**config.mk**
```make
export PLATFORM = sky130hd
export DESIGN_NAME = alu_reg_core
export DESIGN_NICKNAME = d
export VERILOG_FILES = /design/src/core_types_pkg.sv /design/src/alu.sv /design/src/alu_reg_core.sv /design/src/alu_reg_pipeline.sv /design/src/prf.sv
export SDC_FILE = /design/constraint.sdc
export NUM_CORES = 2
export LEC_CHECK = 0
export BUFFER_PORTS_ARGS = -buffer_cell sky130_fd_sc_hd__buf_2
export CORE_MARGIN = 2
export CORE_UTILIZATION = 55
export CTS_BUF_LIST = sky130_fd_sc_hd__clkbuf_4
export CTS_CLUSTER_DIAMETER = 100
export DETAILED_ROUTE_END_ITERATION = 8
export HOLD_SLACK_MARGIN = 0.15
export PLACE_DENSITY_LB_ADDON = 0.3
export SKIP_CTS_REPAIR_TIMING = 1
export SYNTH_ARGS = -nofsm -noshare
export SYNTH_HDL_FRONTEND = slang
export SYNTH_HIERARCHICAL = 1
export SYNTH_SLANG_ARGS = --single-unit
```
**constraint.sdc**
```tcl
create_clock -name CLK -period 7 [get_ports CLK]
set_input_delay 1.75 -clock CLK [delete_from_list [all_inputs] [get_ports CLK]]
set_output_delay 1.75 -clock CLK [all_outputs]
set_load 0.01 [all_outputs]
```
**src/core_types_pkg.sv**
```systemverilog
// shared sizes, ALU opcodes and bundle types for the
// register-register ALU lane and the banked register file

package core_types_pkg;

    // ------------------------------------------------------------
    // sizes

    localparam int PR_COUNT = 32;
    localparam int LOG_PR_COUNT = 5;

    localparam int PRF_BANK_COUNT = 2;
    localparam int LOG_PRF_BANK_COUNT = 1;

    // rows in each bank, indexed by the upper register bits
    localparam int PRF_ROW_COUNT = PR_COUNT / PRF_BANK_COUNT;
    localparam int LOG_PRF_ROW_COUNT = LOG_PR_COUNT - LOG_PRF_BANK_COUNT;

    localparam int ROB_ENTRIES = 16;
    localparam int LOG_ROB_ENTRIES = 4;

    // ------------------------------------------------------------
    // opcodes, {funct7[5], funct3}

    typedef enum logic [3:0] {
        ALU_ADD  = 4'b0000,
        ALU_SLL  = 4'b0001,
        ALU_SLT  = 4'b0010,
        ALU_SLTU = 4'b0011,
        ALU_XOR  = 4'b0100,
        ALU_SRL  = 4'b0101,
        ALU_OR   = 4'b0110,
        ALU_AND  = 4'b0111,
        ALU_SUB  = 4'b1000,
        ALU_SRA  = 4'b1101
    } alu_op_e;

    // ------------------------------------------------------------
    // bundles

    typedef struct packed {
        logic                       valid;
        alu_op_e                    op;
        logic                       a_forward;
        logic                       a_is_zero;
        logic [LOG_PR_COUNT-1:0]    a_pr;
        logic                       b_forward;
        logic                       b_is_zero;
        logic [LOG_PR_COUNT-1:0]    b_pr;
        logic [LOG_PR_COUNT-1:0]    dest_pr;
        logic [LOG_ROB_ENTRIES-1:0] rob_index;
    } alu_issue_t;

    typedef struct packed {
        logic                       valid;
        logic [31:0]                data;
        logic [LOG_PR_COUNT-1:0]    dest_pr;
        logic [LOG_ROB_ENTRIES-1:0] rob_index;
    } alu_wb_t;

    typedef struct packed {
        logic                    valid;
        logic [LOG_PR_COUNT-1:0] pr;
        logic [31:0]             data;
    } prf_write_t;

endpackage

```
**src/alu.sv**
```systemverilog
// integer ALU
// purely combinational, one result per opcode

`timescale 1ns/1ps

module alu (
    input  core_types_pkg::alu_op_e op,
    input  logic [31:0]             A,
    input  logic [31:0]             B,
    output logic [31:0]             out
);
    import core_types_pkg::*;

    logic [4:0] shamt;

    // shifts only look at the low bits of B
    assign shamt = B[4:0];

    always_comb begin
        case (op)
            ALU_ADD:  out = A + B;
            ALU_SUB:  out = A - B;
            ALU_SLL:  out = A << shamt;
            ALU_SLT:  out = {31'b0, $signed(A) < $signed(B)};
            ALU_SLTU: out = {31'b0, A < B};
            ALU_XOR:  out = A ^ B;
            ALU_SRL:  out = A >> shamt;
            ALU_SRA:  out = $unsigned($signed(A) >>> shamt);
            ALU_OR:   out = A | B;
            ALU_AND:  out = A & B;
            // encodings outside the set
            default:  out = 32'h0;
        endcase
    end

endmodule

```
**src/alu_reg_core.sv**
```systemverilog
// ALU lane subsystem top
// joins the register-register lane to the banked register file

`timescale 1ns/1ps

module alu_reg_core (
    input  logic CLK,
    input  logic nRST,

    input  core_types_pkg::alu_issue_t issue,
    output logic                       issue_ready,

    input  logic [core_types_pkg::PRF_BANK_COUNT-1:0] bank_busy,
    input  core_types_pkg::prf_write_t [core_types_pkg::PRF_BANK_COUNT-1:0] ext_write,

    output core_types_pkg::alu_wb_t wb,
    input  logic                    WB_ready
);
    import core_types_pkg::*;

    // lane to register file
    logic issue_accept;

    // register file to lane
    logic                                 A_read_ack, A_read_port;
    logic                                 B_read_ack, B_read_port;
    logic [PRF_BANK_COUNT-1:0][1:0][31:0] read_data_by_bank_by_port;
    logic [PRF_BANK_COUNT-1:0][31:0]      forward_data_by_bank;

    alu_reg_pipeline u_pipeline (
        .CLK                       (CLK),
        .nRST                      (nRST),
        .issue                     (issue),
        .issue_ready               (issue_ready),
        .issue_accept              (issue_accept),
        .A_read_ack                (A_read_ack),
        .A_read_port               (A_read_port),
        .B_read_ack                (B_read_ack),
        .B_read_port               (B_read_port),
        .read_data_by_bank_by_port (read_data_by_bank_by_port),
        .forward_data_by_bank      (forward_data_by_bank),
        .wb                        (wb),
        .WB_ready                  (WB_ready)
    );

    prf u_prf (
        .CLK                       (CLK),
        .nRST                      (nRST),
        .issue                     (issue),
        .issue_accept              (issue_accept),
        .bank_busy                 (bank_busy),
        .ext_write                 (ext_write),
        .wb                        (wb),
        .WB_ready                  (WB_ready),
        .A_read_ack                (A_read_ack),
        .A_read_port               (A_read_port),
        .B_read_ack                (B_read_ack),
        .B_read_port               (B_read_port),
        .read_data_by_bank_by_port (read_data_by_bank_by_port),
        .forward_data_by_bank      (forward_data_by_bank)
    );

endmodule

```
**src/alu_reg_pipeline.sv**
```systemverilog
// register-register ALU lane
// operand collect stage, then a writeback register feeding the ALU
// holds partial operands across stalls so acks are never repeated

`timescale 1ns/1ps

module alu_reg_pipeline (
    input  logic CLK,
    input  logic nRST,

    // issue
    input  core_types_pkg::alu_issue_t issue,
    output logic                       issue_ready,
    output logic                       issue_accept,

    // register file read grants and data
    input  logic A_read_ack,
    input  logic A_read_port,
    input  logic B_read_ack,
    input  logic B_read_port,
    input  logic [core_types_pkg::PRF_BANK_COUNT-1:0][1:0][31:0] read_data_by_bank_by_port,
    input  logic [core_types_pkg::PRF_BANK_COUNT-1:0][31:0]      forward_data_by_bank,

    // writeback
    output core_types_pkg::alu_wb_t wb,
    input  logic                    WB_ready
);
    import core_types_pkg::*;

    // operand priority: zero, saved, forward, register read
    function automatic logic [31:0] pick_operand(
        input logic        is_zero,
        input logic        saved,
        input logic [31:0] saved_data,
        input logic        forward,
        input logic [31:0] fwd_data,
        input logic [31:0] read_data
    );
        if (is_zero) begin
            return 32'h0;
        end
        if (saved) begin
            return saved_data;
        end
        if (forward) begin
            return fwd_data;
        end
        return read_data;
    endfunction

    // ------------------------------------------------------------
    // collect stage state

    logic                          valid_oc;
    alu_op_e                       op_oc;
    logic                          a_saved, a_forward, a_is_zero;
    logic                          b_saved, b_forward, b_is_zero;
    logic [LOG_PRF_BANK_COUNT-1:0] a_bank, b_bank;
    logic [LOG_PR_COUNT-1:0]       dest_pr_oc;
    logic [LOG_ROB_ENTRIES-1:0]    rob_index_oc;
    logic [31:0]                   a_saved_data, b_saved_data;
    logic [31:0]                   next_a, next_b;
    logic                          a_present, b_present;
    logic                          launch;

    // writeback stage state
    logic                       wb_valid;
    alu_op_e                    wb_op;
    logic [31:0]                wb_a, wb_b;
    logic [31:0]                wb_data;
    logic [LOG_PR_COUNT-1:0]    wb_pr;
    logic [LOG_ROB_ENTRIES-1:0] wb_rob_index;
    logic                       stall_wb;

    // ------------------------------------------------------------
    // stall and launch control

    assign stall_wb = wb_valid & ~WB_ready;

    assign a_present = a_is_zero | a_saved | a_forward | A_read_ack;
    assign b_present = b_is_zero | b_saved | b_forward | B_read_ack;

    assign launch = valid_oc & a_present & b_present & ~stall_wb;

    assign issue_ready  = ~valid_oc | launch;
    assign issue_accept = issue.valid & issue_ready;

    assign next_a = pick_operand(a_is_zero, a_saved, a_saved_data, a_forward,
        forward_data_by_bank[a_bank], read_data_by_bank_by_port[a_bank][A_read_port]);
    assign next_b = pick_operand(b_is_zero, b_saved, b_saved_data, b_forward,
        forward_data_by_bank[b_bank], read_data_by_bank_by_port[b_bank][B_read_port]);

    // ------------------------------------------------------------
    // collect stage

    always_ff @(posedge CLK or negedge nRST) begin
        if (!nRST) begin
            valid_oc  <= 1'b0;
            a_saved   <= 1'b0;
            a_forward <= 1'b0;
            a_is_zero <= 1'b0;
            b_saved   <= 1'b0;
            b_forward <= 1'b0;
            b_is_zero <= 1'b0;
        end else if (!issue_ready) begin
            // holding, remember whatever arrived this cycle
            a_saved   <= a_saved | a_forward | A_read_ack;
            a_forward <= 1'b0;
            b_saved   <= b_saved | b_forward | B_read_ack;
            b_forward <= 1'b0;
        end else begin
            valid_oc  <= issue.valid;
            a_saved   <= 1'b0;
            a_forward <= issue.a_forward;
            a_is_zero <= issue.a_is_zero;
            b_saved   <= 1'b0;
            b_forward <= issue.b_forward;
            b_is_zero <= issue.b_is_zero;
        end
    end

    always_ff @(posedge CLK) begin
        if (issue_ready) begin
            op_oc        <= issue.op;
            a_bank       <= issue.a_pr[LOG_PRF_BANK_COUNT-1:0];
            b_bank       <= issue.b_pr[LOG_PRF_BANK_COUNT-1:0];
            dest_pr_oc   <= issue.dest_pr;
            rob_index_oc <= issue.rob_index;
        end else begin
            a_saved_data <= next_a;
            b_saved_data <= next_b;
        end
    end

    // ------------------------------------------------------------
    // writeback stage

    always_ff @(posedge CLK or negedge nRST) begin
        if (!nRST) begin
            wb_valid <= 1'b0;
        end else if (!stall_wb) begin
            wb_valid <= launch;
        end
    end

    always_ff @(posedge CLK) begin
        if (!stall_wb) begin
            wb_op        <= op_oc;
            wb_a         <= next_a;
            wb_b         <= next_b;
            wb_pr        <= dest_pr_oc;
            wb_rob_index <= rob_index_oc;
        end
    end

    alu u_alu (
        .op  (wb_op),
        .A   (wb_a),
        .B   (wb_b),
        .out (wb_data)
    );

    assign wb = '{valid: wb_valid, data: wb_data, dest_pr: wb_pr, rob_index: wb_rob_index};

endmodule

```
**src/prf.sv**
```systemverilog
// banked physical register file model
// tracks the lane's read requests, grants ports per bank, and takes
// one outside write plus the lane writeback each cycle

`timescale 1ns/1ps

module prf (
    input  logic CLK,
    input  logic nRST,

    // accepted issue from the lane
    input  core_types_pkg::alu_issue_t issue,
    input  logic                       issue_accept,

    // other lanes hold the read ports of a busy bank
    input  logic [core_types_pkg::PRF_BANK_COUNT-1:0] bank_busy,

    // writes
    input  core_types_pkg::prf_write_t [core_types_pkg::PRF_BANK_COUNT-1:0] ext_write,
    input  core_types_pkg::alu_wb_t                                         wb,
    input  logic                                                            WB_ready,

    // read grants and data
    output logic A_read_ack,
    output logic A_read_port,
    output logic B_read_ack,
    output logic B_read_port,
    output logic [core_types_pkg::PRF_BANK_COUNT-1:0][1:0][31:0] read_data_by_bank_by_port,
    output logic [core_types_pkg::PRF_BANK_COUNT-1:0][31:0]      forward_data_by_bank
);
    import core_types_pkg::*;

    logic [31:0] regs [PRF_BANK_COUNT][PRF_ROW_COUNT];

    logic                          a_pending, b_pending;
    logic [LOG_PR_COUNT-1:0]       a_pr, b_pr;
    logic [LOG_PRF_BANK_COUNT-1:0] a_bank, b_bank;
    logic [LOG_PRF_ROW_COUNT-1:0]  a_row, b_row;

    assign a_bank = a_pr[LOG_PRF_BANK_COUNT-1:0];
    assign b_bank = b_pr[LOG_PRF_BANK_COUNT-1:0];
    assign a_row  = a_pr[LOG_PR_COUNT-1:LOG_PRF_BANK_COUNT];
    assign b_row  = b_pr[LOG_PR_COUNT-1:LOG_PRF_BANK_COUNT];

    // ------------------------------------------------------------
    // pending reads

    always_ff @(posedge CLK or negedge nRST) begin
        if (!nRST) begin
            a_pending <= 1'b0;
            b_pending <= 1'b0;
        end else if (issue_accept) begin
            a_pending <= ~issue.a_forward & ~issue.a_is_zero;
            b_pending <= ~issue.b_forward & ~issue.b_is_zero;
        end else begin
            if (A_read_ack) begin
                a_pending <= 1'b0;
            end
            if (B_read_ack) begin
                b_pending <= 1'b0;
            end
        end
    end

    always_ff @(posedge CLK) begin
        if (issue_accept) begin
            a_pr <= issue.a_pr;
            b_pr <= issue.b_pr;
        end
    end

    // A always takes port 0, B moves to port 1 when sharing a bank
    assign A_read_ack  = a_pending & ~bank_busy[a_bank];
    assign B_read_ack  = b_pending & ~bank_busy[b_bank];
    assign A_read_port = 1'b0;
    assign B_read_port = A_read_ack & B_read_ack & (a_bank == b_bank);

    // ------------------------------------------------------------
    // read ports and forward data

    for (genvar k = 0; k < PRF_BANK_COUNT; k++) begin : g_bank
        logic [LOG_PRF_ROW_COUNT-1:0] port0_row;

        assign port0_row = (A_read_ack && a_bank == LOG_PRF_BANK_COUNT'(k)) ? a_row : b_row;
        assign read_data_by_bank_by_port[k][0] = regs[k][port0_row];
        assign read_data_by_bank_by_port[k][1] = regs[k][b_row];
        assign forward_data_by_bank[k] = ext_write[k].data;
    end

    // ------------------------------------------------------------
    // writes, outside write lands last so it wins a collision

    always_ff @(posedge CLK) begin
        if (wb.valid && WB_ready) begin
            regs[wb.dest_pr[LOG_PRF_BANK_COUNT-1:0]]
                [wb.dest_pr[LOG_PR_COUNT-1:LOG_PRF_BANK_COUNT]] <= wb.data;
        end
        for (int k = 0; k < PRF_BANK_COUNT; k++) begin
            if (ext_write[k].valid) begin
                regs[k][ext_write[k].pr[LOG_PR_COUNT-1:LOG_PRF_BANK_COUNT]] <= ext_write[k].data;
            end
        end
    end

endmodule

```
==> flow_metrics.py <==
metrics = {
    "critical_path": {
        "critPathArrivalTime_ns": 5.10,
        "cp_max_fo": 12,
        "r2r_slack_ns": 2.14,
        "setup.worst_path.class": "register to output pin",
        "crit_path_end_kind": "output pin",
        "critPathLaunchType": "register",
        "required_ns": 5.25,
    },
    "detailed_routing": {
        "viasPerCell": 7.26,
        "drt-pass1-iter-count": 9,
        "wl_per_cell_um": 34.5,
        "routed_wl_um": 298000,
        "drtAntennaViolNets": 0,
        "drc_errors": 2,
        "via_count": 62777,
        "drt-initial-drc-count": 9953,
    },
    "clock_network": {
        "insertion_delay_ns": 1.35,
        "htreeDepth": 5,
        "cts.sinks": 1200,
        "path_clk_slew_ns": 0.08,
        "clockRootBuffer": "clkbuf_4",
        "clk_path_buf_depth": 4,
        "numCtsBuffers": 341,
        "cts_tree": "built",
    },
    "global_route": {
        "antenna_found_initial": 32,
        "grt_max_degree": 142,
        "grt_pass1_wl_um": 420000,
        "grt_pass1_vias": 60581,
        "gr-total-overflow": 0,
        "grt_usage": 0.396,
    },
    "yosys": {
        "synth_commonest_cells": "edfxtp_1, mux2_2, nand2_1, clkbuf_1, mux4_2",
        "yosysSeqAreaShare": 0.454,
        "syn_nets": 6752,
        "synth_simple_gate_area_share": 0.0927,
        "synthCells": 6541,
        "synth.mux.area_fraction": 0.311,
        "synthXorXnorAreaFrac": 0.00166,
        "synth_edf_count": 1190,
        "ys_warn_count": 6,
        "ys.flop_type": "edfxtp_1",
        "synth_area_leaders": "edfxtp_1, mux2_2, mux4_2",
        "synth-seq-cells": 1200,
        "synth_top_family_by_area": "multiplexers",
        "postSynthAreaPerCell_um2": 12.1,
        "synth_compound_area_frac": 0.0785,
        "synth_area_leader_cell": "edfxtp_1",
        "netlist.area_leader.share": 0.451,
        "synth_cell_types": 100,
        "postSynth.asyncResetShare": 0.00833,
        "synth_area_um2": 79200,
        "yosysMostFrequentCell": "edfxtp_1",
        "synth_fa_ha_area_frac": 0.0163,
    },
    "layout": {
        "synthToLayoutAreaGrowth_pct": 8.61,
        "post-route-cell-area_um2": 86100,
        "seq_area_um2": 36000,
        "drive_above_1_share": 0.373,
        "nNetsFinal": 6725,
        "multi_input_area_um2": 40500,
        "nFillCells": 11482,
    },
    "power": {
        "p_leak_nw": 32.0,
        "finalPower_w": 0.0458,
        "power_density_nw_per_um2": 532,
        "vdd_ir_drop_max_uv": 519,
    },
    "worst_hold_path": {
        "hold_path_class": "input port to async pin",
    },
    "outcome": {
        "status": "complete, but fails checks",
        "violations": "DRC",
    },
    "timing": {
        "hold_viol_final": 0,
        "maxSlewViolCount": 0,
        "clock.fmax_mhz": 146,
        "timing.final.crit_share": 0.979,
        "rsz0062_at_grt": "yes",
        "relSlewSlack": 0.0464,
        "setup_viol": 0,
        "period_needed_ns": 6.85,
        "fin_worst_skew_ns": 0.108,
        "tightest_slew_ns": 1.43,
    },
    "floorplan": {
        "die_w_um": 384,
        "top_level_ports": 152,
        "die_h_um": 384,
        "start_util": 0.553,
        "dieArea_um2": 147000,
        "coreArea_um2": 143000,
        "core.rowCount": 139,
    },
    "placed_design": {
        "gp_congestion": 1.00,
        "post-dp-hpwl_um": 185000,
        "place_area_um2": 81800,
        "io_buffers": 149,
    },
    "flow_run": {
        "maxCapViolations": 0,
    },
}
worst max-delay path: stages (launching register included):
cell and delay (ns):
edfxtp_1 0.47, inv_1 0.11, ha_1 0.44, or4_4 0.56, or3_1 0.34, a21oi_2 0.27, nor3_2 0.14, nor4_4 0.41
nor3_1 0.12, o221a_1 0.26, o221ai_2 0.18, buf_4 0.26, buf_2 0.17
worst paths after layout:
check | from | to | cells after the start
min in group CLK | u_pipeline/dest_pr_oc[0] | u_pipeline/wb_pr[0] | 0
worst min-delay path | nRST | u_pipeline/b_forward | 1
max in group asynchronous | nRST | u_prf/b_pending | 1
worst min register to register | u_pipeline/dest_pr_oc[0] | u_pipeline/wb_pr[0] | 0
worst max-delay path | u_pipeline/wb_b[9] | wb[27] | 12
worst max register to register | u_prf/a_pr[0] | u_pipeline/wb_a[12] | 10
placed cells by master, fill, tap and decap left out, types with 18 or more instances in the layout:
cell type	Yosys	final
nor2_4	0	19
nand3_1	215	214
o21ai_0	104	89
mux4_2	381	381
nand2_1	932	925
a221o_1	37	37
a211oi_1	21	18
buf_2	117	149
clkinv_1	1	53
mux2_2	1109	1106
a21oi_1	206	203
nor2_1	189	169
a22oi_1	84	84
ha_1	100	99
a22o_1	29	29
inv_1	100	97
a32oi_1	32	32
nor2b_1	22	18
o221ai_1	36	31
a31oi_1	76	76
nor3_1	46	42
edfxtp_1	1190	1190
buf_12	0	23
buf_4	76	197
o32ai_1	38	38
and3_1	141	140
mux2i_1	352	348
clkbuf_4	0	485
o211ai_1	21	21
o22a_1	36	36
logic make-up after synthesis:
kind of cell / after synthesis
mux: 1844
xor+xnor: 15
flops: 1200
simple gates: 1653
fa+ha+maj: 102
other cells: 1
compound gates: 883
buf+inv: 843
metal layers:
metal / vias to the layer above / part of all wire / wire (µm) / global-route usage
li1: 25279 / - / - / -
met1: 30715 / 0.34 / 103000 / 0.503
met2: 5465 / 0.44 / 132000 / 0.599
met3: 1298 / 0.14 / 43100 / 0.123
met4: 20 / 0.067 / 20000 / 0.234
met5: - / 0.00044 / 131 / 0
sequential cells by signal, indices dropped and copies added (netlist names), 4 cells and up:
name / cells
u_pipeline/a_saved_data: 32
u_pipeline/b_saved_data: 32
u_pipeline/dest_pr_oc: 5
u_pipeline/op_oc: 4
u_pipeline/rob_index_oc: 4
u_pipeline/wb_a: 32
u_pipeline/wb_b: 32
u_pipeline/wb_op: 4
u_pipeline/wb_pr: 5
u_pipeline/wb_rob_index: 4
u_prf/a_pr: 5
u_prf/b_pr: 5
u_prf/regs: 1024
per-stage QoR:
| stage | TNS, ns | hold WS [ns] | cells | setup slack (ns) | utilization |
|---|---|---|---|---|---|
| floorplan | 0 | 0.400 | 6541 | 1.44 | - |
| global placement | 0 | 0.401 | 8061 | 0.989 | 0.571 |
| detailed placement | 0 | 0.406 | 8061 | 0.952 | 0.571 |
| CTS | -3.54 | 0.191 | 8619 | -0.429 | 0.599 |
| global route | -0.0105 | 0.237 | 8638 | -0.0105 | 0.600 |
| finish | 0 | 0.266 | 8648 | 0.149 | 0.601 |
where the power goes:
group          internal, W  switching, W  leakage, nW  total [W]
Sequential          0.0116      0.000996         11.2     0.0126
Combinational       0.0113        0.0155         18.3     0.0268
Clock              0.00326       0.00309         2.43    0.00636
layout make-up:
cell class	instances	share of cell area
diodes	16	0.000465
clock buffers	485	0.0423
clock inverters	73	0.00430
inverters	102	0.00446
multi-input cells	4498	0.471
flip-flops and latches	1200	0.418
well taps	1903	0.0277
repair buffers	371	0.0315
(Power assumes the default switching activity.)
